File: config.mk
export PLATFORM = sky130hd
export DESIGN_NAME = chk_checker_top
export DESIGN_NICKNAME = d
export VERILOG_FILES = /design/src/hdl/chk_pkg.sv /design/src/hdl/chk_scheduler.sv /design/src/hdl/chk_director.sv /design/src/hdl/chk_detector.sv /design/src/hdl/chk_checker_top.sv
export VERILOG_INCLUDE_DIRS = /design/src /design/src/include
export SDC_FILE = /design/constraint.sdc
export NUM_CORES = 1
export LEC_CHECK = 0
export BUFFER_PORTS_ARGS = -buffer_cell sky130_fd_sc_hd__buf_4
export CAP_MARGIN = 20
export CORE_ASPECT_RATIO = 0.5
export CORE_MARGIN = 8
export CORE_UTILIZATION = 35
export CTS_CLUSTER_DIAMETER = 80
export CTS_CLUSTER_SIZE = 30
export DETAILED_ROUTE_END_ITERATION = 8
export SYNTH_ARGS = -nofsm -noshare
export SYNTH_HDL_FRONTEND = slang
export SYNTH_HIERARCHICAL = 1
export SYNTH_SLANG_ARGS = --single-unit
File: constraint.sdc
create_clock -name clk_i -period 10.4 [get_ports clk_i]
set_input_delay 0.52 -clock clk_i [delete_from_list [all_inputs] [get_ports clk_i]]
set_output_delay 0.52 -clock clk_i [all_outputs]
set_load 0.005 [all_outputs]
File: src/include/chk_cfg.svh
// Checker configuration macros for widths, stage count and reset pc

`ifndef CHK_CFG_SVH
`define CHK_CFG_SVH

// Virtual address width of the pc
`define CHK_VADDR_W 32

// Toy instruction word
`define CHK_INSTR_W 32

// Architectural register index
`define CHK_REG_W 5

// Calculator stages that report a destination register
`define CHK_STAGES 3

// First pc expected out of reset
`define CHK_RESET_PC 0

`endif

File: src/hdl/chk_pkg.sv
// Checker package with the toy opcode encoding, field positions and decode helpers

`include "chk_cfg.svh"

package chk_pkg;

   // Register x0 is hardwired to zero and never causes a hazard

   typedef logic [`CHK_VADDR_W-1:0] vaddr_t;
   typedef logic [`CHK_INSTR_W-1:0] instr_t;
   typedef logic [`CHK_REG_W-1:0]   reg_idx_t;

   // alu and load write rd, store and branch write nothing
   typedef enum logic [1:0] {
      op_alu    = 2'b00,
      op_load   = 2'b01,
      op_store  = 2'b10,
      op_branch = 2'b11
   } opcode_e;

   // Field positions of the toy encoding
   localparam int unsigned op_lsb_lp  = 0;
   localparam int unsigned op_msb_lp  = 1;
   localparam int unsigned rd_lsb_lp  = 7;
   localparam int unsigned rd_msb_lp  = 11;
   localparam int unsigned rs1_lsb_lp = 15;
   localparam int unsigned rs1_msb_lp = 19;
   localparam int unsigned rs2_lsb_lp = 20;
   localparam int unsigned rs2_msb_lp = 24;

   // Fixed instruction size in bytes
   localparam int unsigned instr_bytes_lp = 4;

   function automatic opcode_e decode_op(instr_t instr);
      return opcode_e'(instr[op_msb_lp:op_lsb_lp]);
   endfunction

   function automatic reg_idx_t decode_rd(instr_t instr);
      return instr[rd_msb_lp:rd_lsb_lp];
   endfunction

   function automatic reg_idx_t decode_rs1(instr_t instr);
      return instr[rs1_msb_lp:rs1_lsb_lp];
   endfunction

   function automatic reg_idx_t decode_rs2(instr_t instr);
      return instr[rs2_msb_lp:rs2_lsb_lp];
   endfunction

endpackage

File: src/hdl/chk_scheduler.sv
// Checker scheduler that holds one fetched instruction in the issue register and decodes it

module chk_scheduler
  (input  logic              clk_i
   , input  logic            reset_i

   // Fetch queue, yumi in the same cycle as valid
   , input  logic            fe_queue_v_i
   , input  chk_pkg::vaddr_t fe_queue_pc_i
   , input  chk_pkg::instr_t fe_queue_instr_i
   , output logic            fe_queue_yumi_o

   // Release controls from the detector and director
   , input  logic            dispatch_v_i
   , input  logic            poison_i
   , input  logic            flush_i

   // Issue status
   , output logic              isd_v_o
   , output chk_pkg::vaddr_t   isd_pc_o
   , output chk_pkg::instr_t   isd_instr_o
   , output chk_pkg::opcode_e  isd_op_o
   , output chk_pkg::reg_idx_t isd_rs1_o
   , output chk_pkg::reg_idx_t isd_rs2_o
   );

   logic            isd_v_r;
   chk_pkg::vaddr_t isd_pc_r;
   chk_pkg::instr_t isd_instr_r;
   logic            isd_free;

   // Empty or leaving this cycle
   assign isd_free        = ~isd_v_r | dispatch_v_i | poison_i | flush_i;
   assign fe_queue_yumi_o = isd_free & fe_queue_v_i;

   always_ff @(posedge clk_i) begin
      if (reset_i) begin
         isd_v_r <= 1'b0;
      end else if (flush_i) begin
         // An entry taken during a flush is wrong-path and is dropped
         isd_v_r <= 1'b0;
      end else if (isd_free) begin
         isd_v_r <= fe_queue_v_i;
      end
   end

   always_ff @(posedge clk_i) begin
      if (fe_queue_yumi_o) begin
         isd_pc_r    <= fe_queue_pc_i;
         isd_instr_r <= fe_queue_instr_i;
      end
   end

   // Decode straight off the issue register
   assign isd_v_o     = isd_v_r;
   assign isd_pc_o    = isd_pc_r;
   assign isd_instr_o = isd_instr_r;
   assign isd_op_o    = chk_pkg::decode_op(isd_instr_r);
   assign isd_rs1_o   = chk_pkg::decode_rs1(isd_instr_r);
   assign isd_rs2_o   = chk_pkg::decode_rs2(isd_instr_r);

   a_yumi_with_valid : assert property (
      @(posedge clk_i) disable iff (reset_i)
      fe_queue_yumi_o |-> fe_queue_v_i
   );

   // A held instruction keeps its pc and word until it is released
   a_hold_stable : assert property (
      @(posedge clk_i) disable iff (reset_i)
      isd_v_o && !dispatch_v_i && !poison_i && !flush_i
      |=> isd_v_o && $stable(isd_pc_o) && $stable(isd_instr_o)
   );

endmodule

File: src/hdl/chk_director.sv
// Checker director that tracks the true next pc and issues redirects on mispredict

`include "chk_cfg.svh"

module chk_director
  (input  logic            clk_i
   , input  logic          reset_i

   // Issue side
   , input  logic            dispatch_v_i
   , input  chk_pkg::vaddr_t isd_pc_i

   // Branch resolution from the calculator
   , input  logic            br_v_i
   , input  chk_pkg::vaddr_t br_pc_i
   , input  chk_pkg::vaddr_t br_tgt_i

   // Status toward the detector
   , output chk_pkg::vaddr_t expected_npc_o
   , output logic            redirect_pending_o
   , output logic            flush_o

   // Redirect command to fetch, valid/ready
   , output logic            fe_cmd_v_o
   , output chk_pkg::vaddr_t fe_cmd_pc_o
   , input  logic            fe_cmd_ready_i
   );

   chk_pkg::vaddr_t expected_npc_r;
   chk_pkg::vaddr_t fe_cmd_pc_r;
   logic            fe_cmd_v_r;
   logic            flush_r;
   logic            br_live;
   logic            mispredict;

   // Branches resolving while a redirect is out are younger and on the wrong path
   assign br_live    = br_v_i & ~fe_cmd_v_r;
   assign mispredict = br_live
                       & (br_tgt_i != br_pc_i + chk_pkg::vaddr_t'(chk_pkg::instr_bytes_lp));

   always_ff @(posedge clk_i) begin
      if (reset_i) begin
         expected_npc_r <= chk_pkg::vaddr_t'(`CHK_RESET_PC);
      end else if (br_live) begin
         // Resolved target wins over a same-cycle dispatch
         expected_npc_r <= br_tgt_i;
      end else if (dispatch_v_i) begin
         expected_npc_r <= isd_pc_i + chk_pkg::vaddr_t'(chk_pkg::instr_bytes_lp);
      end
   end

   // One-cycle flush after a mispredict
   always_ff @(posedge clk_i) begin
      if (reset_i) begin
         flush_r <= 1'b0;
      end else begin
         flush_r <= mispredict;
      end
   end

   always_ff @(posedge clk_i) begin
      if (reset_i) begin
         fe_cmd_v_r <= 1'b0;
      end else if (mispredict) begin
         fe_cmd_v_r <= 1'b1;
      end else if (fe_cmd_ready_i) begin
         fe_cmd_v_r <= 1'b0;
      end
   end

   always_ff @(posedge clk_i) begin
      if (mispredict) begin
         fe_cmd_pc_r <= br_tgt_i;
      end
   end

   assign expected_npc_o     = expected_npc_r;
   assign redirect_pending_o = fe_cmd_v_r;
   assign flush_o            = flush_r;
   assign fe_cmd_v_o         = fe_cmd_v_r;
   assign fe_cmd_pc_o        = fe_cmd_pc_r;

   // Command holds until fetch accepts it
   a_cmd_hold : assert property (
      @(posedge clk_i) disable iff (reset_i)
      fe_cmd_v_o && !fe_cmd_ready_i |=> fe_cmd_v_o && $stable(fe_cmd_pc_o)
   );

   a_flush_single : assert property (
      @(posedge clk_i) disable iff (reset_i)
      flush_o |=> !flush_o
   );

endmodule

File: src/hdl/chk_detector.sv
// Checker detector that decides dispatch, hold or poison for the issued instruction

`include "chk_cfg.svh"

module chk_detector
  (input  logic                clk_i
   , input  logic              reset_i

   // Issue status from the scheduler
   , input  logic              isd_v_i
   , input  chk_pkg::vaddr_t   isd_pc_i
   , input  chk_pkg::reg_idx_t isd_rs1_i
   , input  chk_pkg::reg_idx_t isd_rs2_i

   // Control state from the director
   , input  chk_pkg::vaddr_t   expected_npc_i
   , input  logic              redirect_pending_i
   , input  logic              flush_i

   // In-flight destinations, one per calculator stage
   , input  logic [`CHK_STAGES-1:0]              calc_rd_v_i
   , input  chk_pkg::reg_idx_t [`CHK_STAGES-1:0] calc_rd_i

   , output logic              dispatch_v_o
   , output logic              poison_o
   );

   logic [`CHK_STAGES-1:0] rs1_hit;
   logic [`CHK_STAGES-1:0] rs2_hit;
   logic                   data_haz;
   logic                   ctrl_block;
   logic                   pc_match;

   // Per-stage compare, x0 never matches
   always_comb begin
      for (int i = 0; i < `CHK_STAGES; i++) begin
         rs1_hit[i] = calc_rd_v_i[i]
                      && (isd_rs1_i != '0)
                      && (isd_rs1_i == calc_rd_i[i]);
         rs2_hit[i] = calc_rd_v_i[i]
                      && (isd_rs2_i != '0)
                      && (isd_rs2_i == calc_rd_i[i]);
      end
   end

   assign data_haz = |rs1_hit | |rs2_hit;

   // Nothing moves while fetch is being redirected
   assign ctrl_block = flush_i | redirect_pending_i;

   // pc continuity against the architectural next pc
   assign pc_match = (isd_pc_i == expected_npc_i);

   assign dispatch_v_o = isd_v_i & ~ctrl_block & pc_match & ~data_haz;

   // Off-path entries are drained even under a hazard
   assign poison_o = isd_v_i & ~ctrl_block & ~pc_match;

   a_disp_poison_excl : assert property (
      @(posedge clk_i) disable iff (reset_i)
      !(dispatch_v_o && poison_o)
   );

endmodule

File: src/hdl/chk_checker_top.sv
// Checker top that joins the scheduler, director and detector between fetch and calculator

`include "chk_cfg.svh"

module chk_checker_top
  (input  logic                                  clk_i
   , input  logic                                reset_i

   // Fetch queue
   , input  logic                                fe_queue_v_i
   , input  chk_pkg::vaddr_t                     fe_queue_pc_i
   , input  chk_pkg::instr_t                     fe_queue_instr_i
   , output logic                                fe_queue_yumi_o

   // Redirect command to fetch
   , output logic                                fe_cmd_v_o
   , output chk_pkg::vaddr_t                     fe_cmd_pc_o
   , input  logic                                fe_cmd_ready_i

   // Calculator status
   , input  logic [`CHK_STAGES-1:0]              calc_rd_v_i
   , input  chk_pkg::reg_idx_t [`CHK_STAGES-1:0] calc_rd_i
   , input  logic                                br_v_i
   , input  chk_pkg::vaddr_t                     br_pc_i
   , input  chk_pkg::vaddr_t                     br_tgt_i

   // Dispatch to the calculator
   , output logic                                dispatch_v_o
   , output chk_pkg::vaddr_t                     dispatch_pc_o
   , output chk_pkg::instr_t                     dispatch_instr_o
   , output logic                                flush_o
   );

   logic              isd_v;
   chk_pkg::vaddr_t   isd_pc;
   chk_pkg::instr_t   isd_instr;
   chk_pkg::reg_idx_t isd_rs1;
   chk_pkg::reg_idx_t isd_rs2;
   chk_pkg::vaddr_t   expected_npc;
   logic              redirect_pending;
   logic              dispatch_v;
   logic              poison;

   chk_scheduler u_scheduler
     (.clk_i(clk_i)
      ,.reset_i(reset_i)
      ,.fe_queue_v_i(fe_queue_v_i)
      ,.fe_queue_pc_i(fe_queue_pc_i)
      ,.fe_queue_instr_i(fe_queue_instr_i)
      ,.fe_queue_yumi_o(fe_queue_yumi_o)
      ,.dispatch_v_i(dispatch_v)
      ,.poison_i(poison)
      ,.flush_i(flush_o)
      ,.isd_v_o(isd_v)
      ,.isd_pc_o(isd_pc)
      ,.isd_instr_o(isd_instr)
      ,.isd_op_o()
      ,.isd_rs1_o(isd_rs1)
      ,.isd_rs2_o(isd_rs2)
      );

   chk_director u_director
     (.clk_i(clk_i)
      ,.reset_i(reset_i)
      ,.dispatch_v_i(dispatch_v)
      ,.isd_pc_i(isd_pc)
      ,.br_v_i(br_v_i)
      ,.br_pc_i(br_pc_i)
      ,.br_tgt_i(br_tgt_i)
      ,.expected_npc_o(expected_npc)
      ,.redirect_pending_o(redirect_pending)
      ,.flush_o(flush_o)
      ,.fe_cmd_v_o(fe_cmd_v_o)
      ,.fe_cmd_pc_o(fe_cmd_pc_o)
      ,.fe_cmd_ready_i(fe_cmd_ready_i)
      );

   chk_detector u_detector
     (.clk_i(clk_i)
      ,.reset_i(reset_i)
      ,.isd_v_i(isd_v)
      ,.isd_pc_i(isd_pc)
      ,.isd_rs1_i(isd_rs1)
      ,.isd_rs2_i(isd_rs2)
      ,.expected_npc_i(expected_npc)
      ,.redirect_pending_i(redirect_pending)
      ,.flush_i(flush_o)
      ,.calc_rd_v_i(calc_rd_v_i)
      ,.calc_rd_i(calc_rd_i)
      ,.dispatch_v_o(dispatch_v)
      ,.poison_o(poison)
      );

   // Dispatch payload comes straight from the issue register
   assign dispatch_v_o     = dispatch_v;
   assign dispatch_pc_o    = isd_pc;
   assign dispatch_instr_o = isd_instr;

endmodule

==> flow_summary.yaml <==
clocking:
  ctsResizeCount: 0
  cts.root.buffer_cell: "sky130_fd_sc_hd__clkbuf_16"
  ctsLongestPathBuffers: 2
  clock_tree.htree_level_count: 4
  cts.hold.buffers_added: 0
  clkLatencyLatePin_ns: 0.43
  cts_sinks: 131
  clk_transition_reported_paths_ns: 0.06
  cts_setup_buffers: 0
  cts_made_buffers: 17
  tritoncts_clock_tree: "built"
place:
  buffer_ports.inserted: 250
  hpwlAfterDp_um: 17900
  gpl.final_weighted_congestion: 0.912
sta:
  max_clock_freq_mhz: 215
  worst_slew_margin_rel_pct: 34.1
  grt_setup_unrepaired: "no"
  setup_tns_ns: 0
  holdWs_ns: 0.270
  hold_viol: 0
  worst_clock_skew_ns: 0.0102
  report.final.setup_viol: 0
  tightest_slew_ns: 0.988
  finalCritPeriodShare_pct: 44.7
  post-route-min-period_ns: 4.65
  final_max_slew_viol_count: 0
drt:
  drt-vias-per-instance: 5.00
  remaining_drc_errors: 0
  drt_pass1_iterations: 5
  first_iter_violations: 464
  routedWlPerCell_um: 20.2
  route.antenna.remaining_nets: 0
  dr_total_vias: 5680
  total_wirelength_um: 23000
setup_path:
  crit_fanout: 65
  worstReg2RegEnd: "u_scheduler/isd_pc_o[31]"
  required_ns: 9.88
  worst-r2r-cell-count: 8
  worst_setup_path_start_kind: "flop"
  critical_path_class: "flop to output port"
  cp.arrival_ns: 4.13
  ff2ff_setup_slack_ns: 6.53
  worst_setup_path_end_kind: "output port"
  critical_path.reg2reg.startpoint: "u_scheduler/isd_pc_o[10]"
logic_synthesis:
  post_synth.cell_area_avg_um2: 11.0
  synth_cells: 617
  synthesis.area_um2: 6820
  ys.warnings.count: 6
  syn-num-nets: 770
grt:
  gr-total-overflow: 0
  grt_util_all_layers_pct: 18.2
  number_of_antenna_violations_at_the_first_check_in_global_routing: 0
  wire_length_of_the_first_global_routing_pass_um: 33700
  grt_max_degree: 66
  number_of_global_route_vias_before_repair: 5671
floorplan:
  die_width_um: 213
  fp.dieArea_um2: 24500
  fp-row-count: 36
  initial_core_util_pct: 35.4
  floorplan.io_pins: 251
  placeableCoreArea_um2: 19300
  chipHeight_um: 115
final_layout:
  layout.cells.most_common: "sky130_fd_sc_hd__buf_4"
  antenna_cells: 0
  post_route_cells_drive_above_1_share_pct: 34.3
  fillers: 1804
  commonest_cells_after_routing_fill_and_taps_aside: "sky130_fd_sc_hd__buf_4 (251), sky130_fd_sc_hd__edfxtp_1 (96), sky130_fd_sc_hd__xnor2_1 (72), sky130_fd_sc_hd__nor2_1 (67), sky130_fd_sc_hd__xor2_1 (54)"
  final_net_count: 1010
  area_delta_synth_final_pct: 40.5
hold_path:
  min_delay_path_depth: 1
  timing.hold.worst.class: "primary input to flop"
  startpoint_of_the_tightest_hold_check_path: "fe_queue_pc_i[7]"
  hold-path-endpoint: "u_scheduler/isd_pc_o[7]"
flow_run:
  drv_cap: 0
power_and_ir_drop:
  p_total_mw: 1.47
  power.density_cell_area_nw_per_um2: 154
  total_leakage_power_nw: 3.64
  worst_ir_drop_vdd_mv: 0.127
status:
  outcome: "finished clean"
[metal layers]
layer | vias up | routed length, µm | track usage, %
li1 | 2759 | - | -
met1 | 2691 | 10200 | 23.8
met2 | 204 | 10600 | 28.7
met3 | 26 | 1830 | 5.57
met4 | 0 | 308 | 4.91
met5 | - | 0 | 0
[state kept, by name, indices dropped and copies added, names as in the netlist]
| register | flops |
|---|---|
| u_director/expected_npc_o | 32 |
| u_scheduler/isd_v_o | 1 |
| u_director/fe_cmd_v_o | 1 |
| u_director/flush_o | 1 |
| u_director/fe_cmd_pc_o | 32 |
| u_scheduler/isd_pc_o | 32 |
| u_scheduler/isd_instr_o | 32 |
[where the power goes]
group | total [mW] | internal, mW | switching, mW
clock network | 0.624 | 0.379 | 0.245
logic | 0.219 | 0.115 | 0.104
registers | 0.632 | 0.601 | 0.0310
[critical path, cell delays in order, from the launching register on]
cell and delay [ns]:
sky130_fd_sc_hd__edfxtp_1 0.49, sky130_fd_sc_hd__xnor2_1 0.21, sky130_fd_sc_hd__nand4_1 0.15, sky130_fd_sc_hd__nor4_1 0.52
sky130_fd_sc_hd__nand2_1 0.24, sky130_fd_sc_hd__a2111oi_4 0.23, sky130_fd_sc_hd__buf_4 0.53, sky130_fd_sc_hd__or3b_1 0.25
sky130_fd_sc_hd__o21a_4 0.76, sky130_fd_sc_hd__buf_4 0.24
[layout make-up]
cell class                 instances  area (µm²)  area share (%)
clock inverter                    15         180            1.88
sequential                       131        3580            37.4
timing repair buffer             253        1940            20.3
clock buffer                      17         425            4.44
inverter                          10        37.5           0.392
tap                              266         333            3.48
multi-input combinational        444        3080            32.1
[stage by stage]
step / cells / area, µm² / setup slack [ns] / utilization, %
after floorplan: 617 / 6820 / 6.13 / -
after global placement: 1102 / 8910 / 6.24 / 46.2
after detailed placement: 1102 / 8910 / 6.20 / 46.2
after CTS: 1134 / 9520 / 5.73 / 49.4
after global routing: 1136 / 9570 / 5.41 / 49.7
final: 1136 / 9570 / 5.75 / 49.7
[how the worst max path moves through the flow]
stage                                         from                         to  cells past startpoint
final                     u_scheduler/isd_pc_o[10]            fe_queue_yumi_o                      9
after CTS                 u_scheduler/isd_pc_o[23]            fe_queue_yumi_o                      9
after global routing      u_scheduler/isd_pc_o[10]            fe_queue_yumi_o                      9
after floorplan                         br_pc_i[7]  u_director/fe_cmd_pc_o[0]                      9
after detailed placement  u_scheduler/isd_pc_o[23]            fe_queue_yumi_o                      9
after global placement    u_scheduler/isd_pc_o[10]            fe_queue_yumi_o                      9
(Power assumes the default switching activity.)
